===== src/verilog/enc_cfg.svh =====
// width and limit settings for the quadrature encoder channel
// included by the package and by the rtl blocks that size counters from it

`ifndef ENC_CFG_SVH
`define ENC_CFG_SVH

// signed period word width in bits
`define ENC_PERIOD_WIDTH 16

// elapsed cycle count where the period counter parks
// equals the most negative value of a signed 16 bit word
// so any positive measurement still fits in the period word
`define ENC_PERIOD_MAX 32768

// signed position count width in bits
// wraps around at either end
`define ENC_POS_WIDTH 24

`endif

===== src/verilog/enc_pkg.sv =====
// shared types for the quadrature encoder channel
// import with a wildcard in the module header
// widths come from the cfg header

`include "enc_cfg.svh"

package enc_pkg;

    // decoded transition from the quadrature decoder
    // step and illegal never appear together
    typedef struct packed {
        // one cycle pulse per legal gray transition
        logic step;
        // 1 for forward, 0 for backward
        logic dir;
        // both lines moved between two samples
        logic illegal;
    } enc_step_t;

    // measurement word published once per step
    typedef struct packed {
        // signed cycle count between steps
        // zero on overflow or reversal
        logic signed [`ENC_PERIOD_WIDTH-1:0] period;
        // count after this step
        logic signed [`ENC_POS_WIDTH-1:0]    position;
        // direction of this step
        logic                                dir;
        // gap reached the saturation limit
        logic                                overflow;
        // direction differs from the step before
        logic                                reversal;
    } enc_meas_t;

endpackage


===== src/verilog/enc_channel.sv =====
`timescale 1ns/1ps
// one quadrature encoder channel
// decodes a and b, tracks position and measures the step period
// meas is published with a one cycle meas_valid per step and holds until the next
// illegal pulses in the slot meas_valid would have used

`include "enc_cfg.svh"

module enc_channel
    import enc_pkg::*;
(
    input  logic                             clk_fast,
    input  logic                             reset,
    input  logic                             a,
    input  logic                             b,
    output enc_meas_t                        meas,
    output logic                             meas_valid,
    output logic signed [`ENC_POS_WIDTH-1:0] position,
    output logic                             illegal
);

    // decoded steps to both consumers
    enc_step_t                           step_info;
    // period meter results
    logic signed [`ENC_PERIOD_WIDTH-1:0] period;
    logic                                overflow;
    logic                                reversal;
    logic                                meas_strobe;
    // direction of the last legal step
    logic                                dir_q;
    // illegal delayed into the meas_valid slot
    logic                                illegal_q;

    enc_quad_decode u_enc_quad_decode (
        .clk_fast  (clk_fast),
        .reset     (reset),
        .a         (a),
        .b         (b),
        .step_info (step_info)
    );

    enc_period_meas u_enc_period_meas (
        .clk_fast    (clk_fast),
        .reset       (reset),
        .step_info   (step_info),
        .period      (period),
        .overflow    (overflow),
        .reversal    (reversal),
        .meas_strobe (meas_strobe)
    );

    enc_position_counter u_enc_position_counter (
        .clk_fast  (clk_fast),
        .reset     (reset),
        .step_info (step_info),
        .position  (position)
    );

    // direction and illegal aligned with the period meter output
    always_ff @(posedge clk_fast or posedge reset)
    begin
        if (reset)
        begin
            dir_q     <= 1'b0;
            illegal_q <= 1'b0;
        end
        else
        begin
            illegal_q <= step_info.illegal;
            if (step_info.step)
            begin
                dir_q <= step_info.dir;
            end
        end
    end

    // measurement word
    // all fields change only on the edge that raises meas_valid
    always_comb
    begin
        meas.period   = period;
        meas.position = position;
        meas.dir      = dir_q;
        meas.overflow = overflow;
        meas.reversal = reversal;
    end

    assign meas_valid = meas_strobe;
    assign illegal    = illegal_q;

endmodule


===== src/verilog/enc_position_counter.sv =====
`timescale 1ns/1ps
// position counter for the quadrature encoder channel
// up on forward steps, down on backward steps, wraps at either end
// output is registered so it moves together with meas_valid

`include "enc_cfg.svh"

module enc_position_counter
    import enc_pkg::*;
(
    input  logic                             clk_fast,
    input  logic                             reset,
    input  enc_step_t                        step_info,
    output logic signed [`ENC_POS_WIDTH-1:0] position
);

    localparam int pos_w = `ENC_POS_WIDTH;

    // plus or minus one for this step
    logic signed [pos_w-1:0] delta;

    assign delta = step_info.dir ? pos_w'(1) : -pos_w'(1);

    // running count with plain two's complement wrap
    // illegal transitions never raise step so they leave the count alone
    always_ff @(posedge clk_fast or posedge reset)
    begin
        if (reset)
        begin
            position <= '0;
        end
        else if (step_info.step)
        begin
            position <= position + delta;
        end
    end

endmodule


===== src/verilog/enc_period_meas.sv =====
`timescale 1ns/1ps
// period meter for the quadrature encoder channel
// counts clk_fast cycles between decoded steps and latches a signed period
// result registers and meas_strobe come one cycle after the step pulse
// period is zero with a flag set on overflow or direction reversal

`include "enc_cfg.svh"

module enc_period_meas
    import enc_pkg::*;
(
    input  logic                                clk_fast,
    input  logic                                reset,
    input  enc_step_t                           step_info,
    output logic signed [`ENC_PERIOD_WIDTH-1:0] period,
    output logic                                overflow,
    output logic                                reversal,
    output logic                                meas_strobe
);

    localparam int period_w = `ENC_PERIOD_WIDTH;
    // parking value of the elapsed counter
    localparam logic [period_w-1:0] cnt_max = `ENC_PERIOD_MAX;

    // cycles since the last step, unsigned
    // reads N in the cycle of the next step
    logic [period_w-1:0]        elapsed;
    // same count seen as a signed magnitude
    // below cnt_max the top bit is clear
    logic signed [period_w-1:0] elapsed_s;
    // direction of the previous step
    logic                       dir_prev;

    assign elapsed_s = $signed(elapsed);

    // elapsed counter and reversal reference
    always_ff @(posedge clk_fast or posedge reset)
    begin
        if (reset)
        begin
            // start saturated so the first step reads as overflow
            elapsed  <= cnt_max;
            dir_prev <= 1'b0;
        end
        else if (step_info.step)
        begin
            // step cycle counts as cycle 1 of the next gap
            elapsed  <= {{(period_w-1){1'b0}}, 1'b1};
            dir_prev <= step_info.dir;
        end
        else if (elapsed != cnt_max)
        begin
            elapsed <= elapsed + 1'b1;
        end
    end

    // latch the measurement on each step
    always_ff @(posedge clk_fast or posedge reset)
    begin
        if (reset)
        begin
            period      <= '0;
            overflow    <= 1'b0;
            reversal    <= 1'b0;
            meas_strobe <= 1'b0;
        end
        else
        begin
            meas_strobe <= step_info.step;
            if (step_info.step)
            begin
                if (elapsed >= cnt_max)
                begin
                    // too slow to measure
                    period   <= '0;
                    overflow <= 1'b1;
                    reversal <= 1'b0;
                end
                else if (step_info.dir != dir_prev)
                begin
                    // gap spans a turnaround, no meaningful period
                    period   <= '0;
                    overflow <= 1'b0;
                    reversal <= 1'b1;
                end
                else
                begin
                    // sign follows direction
                    period   <= step_info.dir ? elapsed_s : -elapsed_s;
                    overflow <= 1'b0;
                    reversal <= 1'b0;
                end
            end
        end
    end

    // counter parks at the limit and never passes it
    a_elapsed_bound: assert property (
        @(posedge clk_fast) disable iff (reset)
        elapsed <= cnt_max
    );

    // steps arrive at least two cycles apart
    a_strobe_single: assert property (
        @(posedge clk_fast) disable iff (reset)
        meas_strobe |=> !meas_strobe
    );

endmodule


===== src/verilog/enc_quad_decode.sv =====
`timescale 1ns/1ps
// quadrature decoder for one encoder channel
// brings the asynchronous a and b lines into clk_fast and turns each
// legal gray transition into a single cycle step with a direction
// a change sampled at edge k shows on step_info after edge k+2

module enc_quad_decode
    import enc_pkg::*;
(
    input  logic      clk_fast,
    input  logic      reset,
    input  logic      a,
    input  logic      b,
    output enc_step_t step_info
);

    // synchronizer stages, code is {a, b}
    logic [1:0] sync_1;
    logic [1:0] sync_2;
    // code seen on the previous cycle
    logic [1:0] code_prev;
    // fills with ones after reset
    // compare only once sync_2 and code_prev hold real samples
    logic [2:0] warm;
    // bits that moved since last cycle
    logic [1:0] code_diff;
    enc_step_t  step_next;

    // two flop synchronizer on both lines
    always_ff @(posedge clk_fast or posedge reset)
    begin
        if (reset)
        begin
            sync_1 <= 2'b00;
            sync_2 <= 2'b00;
        end
        else
        begin
            sync_1 <= {a, b};
            sync_2 <= sync_1;
        end
    end

    assign code_diff = sync_2 ^ code_prev;

    // classify the transition
    // forward order is 00 01 11 10
    always_comb
    begin
        step_next = '0;
        if (warm[2])
        begin
            if (code_diff == 2'b11)
            begin
                // both lines flipped, direction unknown
                step_next.illegal = 1'b1;
            end
            else if (code_diff != 2'b00)
            begin
                step_next.step = 1'b1;
                // old a against new b gives 1 going forward
                step_next.dir  = code_prev[1] ^ sync_2[0];
            end
        end
    end

    // previous code and registered step output
    always_ff @(posedge clk_fast or posedge reset)
    begin
        if (reset)
        begin
            code_prev <= 2'b00;
            warm      <= 3'b000;
            step_info <= '0;
        end
        else
        begin
            code_prev <= sync_2;
            warm      <= {warm[1:0], 1'b1};
            step_info <= step_next;
        end
    end

    // illegal replaces the step, never comes with it
    a_step_illegal_excl: assert property (
        @(posedge clk_fast) disable iff (reset)
        !(step_info.step && step_info.illegal)
    );

endmodule


===== config.mk =====
export PLATFORM = sky130hd
export DESIGN_NAME = enc_channel
export DESIGN_NICKNAME = d
export VERILOG_FILES = /design/src/verilog/enc_pkg.sv /design/src/verilog/enc_channel.sv /design/src/verilog/enc_position_counter.sv /design/src/verilog/enc_period_meas.sv /design/src/verilog/enc_quad_decode.sv
export VERILOG_INCLUDE_DIRS = /design/src /design/src/verilog
export SDC_FILE = /design/constraint.sdc
export NUM_CORES = 1
export LEC_CHECK = 0
export BUFFER_PORTS_ARGS = -buffer_cell sky130_fd_sc_hd__buf_2
export CAP_MARGIN = 20
export CORE_UTILIZATION = 38
export DETAILED_ROUTE_END_ITERATION = 8
export GPL_TIMING_DRIVEN = 0
export SKIP_CTS_REPAIR_TIMING = 1
export SLEW_MARGIN = 20
export SYNTH_ARGS = -nofsm -noshare
export SYNTH_HDL_FRONTEND = slang
export SYNTH_SLANG_ARGS = --single-unit

===== constraint.sdc =====
create_clock -name clk_fast -period 5.5 [get_ports clk_fast]
set_clock_uncertainty 0.2 [all_clocks]
set_input_delay 0.275 -clock clk_fast [delete_from_list [all_inputs] [get_ports clk_fast]]
set_output_delay 0.275 -clock clk_fast [all_outputs]
set_load 0.05 [all_outputs]

Yosys cells after proc, flatten, opt, wreduce, memory -nomap -nowiden. Cells that the tools add are included.

Add/sub/neg operators: 3. $lt $le $gt $ge: 1. Equality and inequality tests: 3. Multiplexer cells: 13. Bitwise gates (word level): 2. Reductions and logical operators: 2.

Operator list (count): $mux W16 (5); $add A24 B24 Y24 (1); $mux W24 (1); $add A16 B1 Y16 const B (1); $ge A16 B16 Y1 const B (1); $ne A16 B16 Y1 const B (1); $neg A16 Y16 (1); $mux W1 (4); $mux W2 (2); $reduce_bool A2 Y1 (2); $mux W3 (1); $eq A2 B2 Y1 const B (1); $xor A2 B2 Y2 (1); $ne A1 B1 Y1 (1); $xor A1 B1 Y1 (1).

Register bits after elaboration: 73. Logic and storage cells: 39.

Depth between registers and ports, before layout.
Word-level depth: 5. Depth in mapped cells: 10. Gate-level depth less buffers: 8.

Hierarchy. Synthesis repeated with hierarchy kept, for this count alone.

Cell total of the unflattened synthesis: 490. Area, all modules: 4660.7 µm².

By module, submodules not included: enc_position_counter (instances 1, cells an instance 234, area each 2093.3 µm²); enc_period_meas (instances 1, cells an instance 201, area each 1901.8 µm²); enc_quad_decode (instances 1, cells an instance 24, area each 394.1 µm²); enc_channel (instances 1, cells an instance 31, area each 271.5 µm²).

Worst setup path after synthesis. OpenSTA, ideal clock, no wires.

Path kind: register -> register. Start point: reg, netlist name u_enc_quad_decode.step_info[1]. End point: reg u_enc_position_counter.position[22]. Setup time: 0.069 ns. Arrival time: 2.707 ns. Required time: 5.231 ns. Path slack: 2.523 ns. Stages on the path, launching flop included: 11. Buffers on the path: 2. Period minus slack after synthesis: 2.977 ns. Cells stage by stage: dfrtp_1 clkbuf_1 inv_1 ha_1 buf_6 a21o_1 a31oi_4 o221ai_2 nor2b_1 or4_1 nand3_1.

Cells in the longest elaborated chain, start to end: 2.

RTL lines: $mux W24 (line enc_position_counter.sv:22) `assign delta = step_info.dir ? pos_w'(1) : -pos_w'(1);`; $add A24 B24 Y24 (line enc_position_counter.sv:34) `position <= position + delta;`; end signal, assigned (line enc_position_counter.sv:34); end, declared (line enc_position_counter.sv:14) `` output logic signed [`ENC_POS_WIDTH-1:0] position ``.

No other way between the ends. A chain may end at the register's enable or synchronous reset.

Worst setup path after layout.
Start point: reg, netlist name u_enc_quad_decode.step_info[1]. End point: reg u_enc_position_counter.position[20].

Cells in the longest elaborated chain, start to end: 2.

RTL lines (line): $mux W24 (enc_position_counter.sv:22); $add A24 B24 Y24 (enc_position_counter.sv:34).

No other way between the ends.

==> flow_metrics.env <==
export IMPL_fin_crit_sh_pct=72.27
export IMPL_failed_checks="DRC"
export IMPL_port_buffers=72
export IMPL_fin_nets=587
export IMPL_synth_edf_count=0
export IMPL_nFillCells=1120
export IMPL_rsz0062_at_grt="false"
export IMPL_rows=39
export IMPL_drive_above_1_share_pct=27.86
export IMPL_dr_pass1_iters=6
export IMPL_relSlewSlack_pct=27.84
export IMPL_path_cells="clkbuf_1 -> inv_1 -> ha_1 -> a21oi_2 -> o22ai_2 -> o2111ai_2 -> a2111oi_0 -> or4_1 -> nand3_1"
export IMPL_ant_nets=0
export IMPL_cts_buffers=9
export IMPL_synthCells=469
export IMPL_overflow=0
export IMPL_synthesis_nets=500
export IMPL_avgSynthCellArea_sq_um=9.810
export IMPL_coreArea_sq_um=11610
export IMPL_syn_area_sq_um=4601
export IMPL_drt_initial_drc_count=195
export IMPL_synth_seq_cells=73
export IMPL_dieArea_sq_um=12550
export IMPL_cp_arrival_ns=3.98
export IMPL_tritoncts="done"
export IMPL_drv_slew=0
export IMPL_required_ns=5.51
export IMPL_grt_pass1_vias=3588
export IMPL_initial_core_util_pct=39.61
export IMPL_grt_antenna_before_repair=0
export IMPL_grt_pass1_wl_um=17640
export IMPL_grt_max_degree=51
export IMPL_period_needed_ns=3.975
export IMPL_yosysWarningCount=0
export IMPL_final_setup_viol_count=0
export IMPL_crit_path_start_kind="register"
export IMPL_grt_usage_pct=17.53
export IMPL_tightest_slew_ns=1.081
export IMPL_area_growth_pct=20.45
export IMPL_maxCapViolations=0
export IMPL_htree_num_levels=3
export IMPL_clock_root_buffer="clkbuf_16"
export IMPL_reg2reg_slack_ns=1.53
export IMPL_tns_ns=0
export IMPL_path_depth=9
export IMPL_synth_top_cell_by_area="dfrtp_1"
export IMPL_crit_path_end_kind="register"
export IMPL_cts_reportedPaths_clkPinSlew_ns=0.06
export IMPL_fp_dieH_um=112.0
export IMPL_crit_type="register to register"
export IMPL_clock_latency_ns=0.33
export IMPL_worstPathMaxFanout=28
export IMPL_path_buf_inv=2
export IMPL_crit_family="compound AO/OA/AOI/OAI gates"
export IMPL_wirelength_um=10390
export IMPL_synthFlopType="dfrtp_1"
export IMPL_r2r_end="u_enc_position_counter.position[20]$_DFFE_PP0P_"
export IMPL_via_count=3728
export IMPL_ys_types=70
export IMPL_clockBufferDepth=2
export IMPL_ys_top_cells_by_area="dfrtp_1, ha_1, buf_4"
export IMPL_status="complete, but fails checks"
export IMPL_synth_top_area_share_pct=39.16
export IMPL_io_pins=73
export IMPL_synthArstFlopShare_pct=100.0
export IMPL_slowest_delay_ns=0.86
export IMPL_gp_congestion=0.8574
export IMPL_hold_class="register to register"
export IMPL_diodes=0
export IMPL_slowest_stage="a2111oi_0"
export IMPL_numClockSinks=73
export IMPL_rr_worst_depth=9
export IMPL_drc_errors=8
export IMPL_critPathLaunch="u_enc_quad_decode.step_info[1]$_DFF_PP0_"
export IMPL_rr_startpoint="u_enc_quad_decode.step_info[1]$_DFF_PP0_"
export IMPL_hpwl_um=7455
export IMPL_ys_seq_area_share_pct=39.73
export IMPL_wl_per_cell_um=14.77
export IMPL_viasPerCell=5.303
export IMPL_die_w_um=112.0
export IMPL_cp_endpoint="u_enc_position_counter.position[20]$_DFFE_PP0P_"
export IMPL_max_freq_ghz=0.2516
export IMPL_hold_viol=0
==> layer usage <==
metal | GRT usage, % | routed length, um | vias to the layer above
met4 | 4.356 | 94 | 0
met1 | 24.42 | 5183 | 1804
met2 | 28.45 | 4611 | 89
met3 | 3.024 | 495 | 9
li1 | - | - | 1826
met5 | 0 | 0 | -
==> synthesized netlist by cell type (2+ instances only) <==
library cell  count
nand3_1          17
buf_4            28
ha_1             26
nand4_1           8
xnor2_1          23
dfrtp_1          72
a211oi_1          5
or3_1             5
mux2i_1           2
o2bb2ai_1        15
o311ai_0          2
nor2b_1           3
o21ai_0          11
xor2_1           20
and3_1            3
o31ai_1           4
o21ai_1           5
inv_1            13
a21o_1            5
nand2b_1          4
a31oi_1           3
o21bai_1          2
nor2_1           32
a21oi_1          33
nor3_1            8
a2111oi_0         3
buf_1             4
mux2_2           16
buf_2             4
clkbuf_1         14
nand2_1          32
o21a_1            5
and2_1            3
or4_1             3
==> worst register-to-register path, cell delays in order, from the launching register on <==
cell and delay, ns:
dfrtp_1 0.32, clkbuf_1 0.39, inv_1 0.63, ha_1 0.63
a21oi_2 0.12, o22ai_2 0.24, o2111ai_2 0.17, a2111oi_0 0.86
or4_1 0.22, nand3_1 0.07
==> cell type report <==
class                      instances  area [sq um]  area share, %
sequential                        73          1828          32.99
clock buffer                       9         225.2          4.064
buffer                            52         314.1          5.667
multi-input combinational        330          2406          43.42
tap                              143         178.9          3.229
inverter                          14         55.05         0.9935
clock inverter                     6         116.4          2.100
timing repair buffer              76         417.9          7.541
==> registers in the layout (all words and copies together), names as in the netlist <==
name	cells
u_enc_position_counter.position	24
u_enc_period_meas.elapsed	16
u_enc_period_meas.meas_strobe	1
u_enc_quad_decode.code_prev	2
u_enc_quad_decode.sync_1	2
u_enc_quad_decode.step_info	3
u_enc_period_meas.period	16
illegal	1
u_enc_period_meas.reversal	1
u_enc_quad_decode.warm	3
u_enc_period_meas.dir_prev	1
u_enc_period_meas.overflow	1
u_enc_quad_decode.sync_2	2
==> worst min path at each step <==
stage | start | endpoint | cells past startpoint
global placement | u_enc_quad_decode.sync_1[1]$_DFF_PP0_ | u_enc_quad_decode.sync_2[1]$_DFF_PP0_ | 0
CTS | reset | u_enc_quad_decode.code_prev[0]$_DFF_PP0_ | 2
finish | u_enc_quad_decode.warm[1]$_DFF_PP0_ | u_enc_quad_decode.warm[2]$_DFF_PP0_ | 0
detailed placement | reset | u_enc_quad_decode.code_prev[0]$_DFF_PP0_ | 2
floorplan | b | u_enc_quad_decode.sync_1[0]$_DFF_PP0_ | 0
global route | u_enc_quad_decode.warm[1]$_DFF_PP0_ | u_enc_quad_decode.warm[2]$_DFF_PP0_ | 0
==> layout by cell type, fill, tap and decap left out, types with 3 or more instances in the layout <==
master,instances
a2111oi_0,3
a211oi_1,5
a21o_1,5
a21oi_1,33
a31oi_1,3
and2_1,3
and3_1,3
buf_1,4
buf_2,76
buf_4,28
bufinv_16,3
clkbuf_1,14
clkbuf_16,9
dfrtp_1,72
dlygate4sd3_1,3
ha_1,26
inv_1,12
mux2_2,16
nand2_1,32
nand2b_1,4
nand3_1,17
nand4_1,8
nor2_1,32
nor2b_1,3
nor3_1,8
o21a_1,5
o21ai_0,11
o21ai_1,5
o2bb2ai_1,15
o31ai_1,4
or3_1,5
or4_1,3
xnor2_1,23
xor2_1,20
==> through the flow <==
step / utilization, % / instances / hold WS (ns) / cell area (sq um) / setup WS [ns]
floorplan: - / 469 / 0.1064 / 4601 / 2.523
global placement: 44.26 / 684 / 0.1320 / 5140 / 1.639
detailed placement: 44.52 / 685 / 0.07417 / 5170 / 1.620
CTS: 47.46 / 700 / -0.2806 / 5512 / 1.585
global route: 47.72 / 703 / 0.1519 / 5542 / 1.266
finish: 47.72 / 703 / 0.1443 / 5542 / 1.525
==> logic make-up (layout without fill, tap and decap cells) <==
kind of cell | Yosys count | in the layout | share of synthesized area (%)
flops | 73 | 73 | 39.73
fa+ha+maj | 27 | 27 | 7.506
compound gates | 112 | 112 | 17.73
xor+xnor | 43 | 43 | 8.186
buf+inv | 66 | 157 | 7.968
simple gates | 128 | 128 | 14.12
other cells | 1 | 1 | 0.08151
mux | 19 | 19 | 4.678
Power is left out: the tool's default activity adds up to more than one toggle a clock period on the data nets, which glitch-free logic cannot reach.
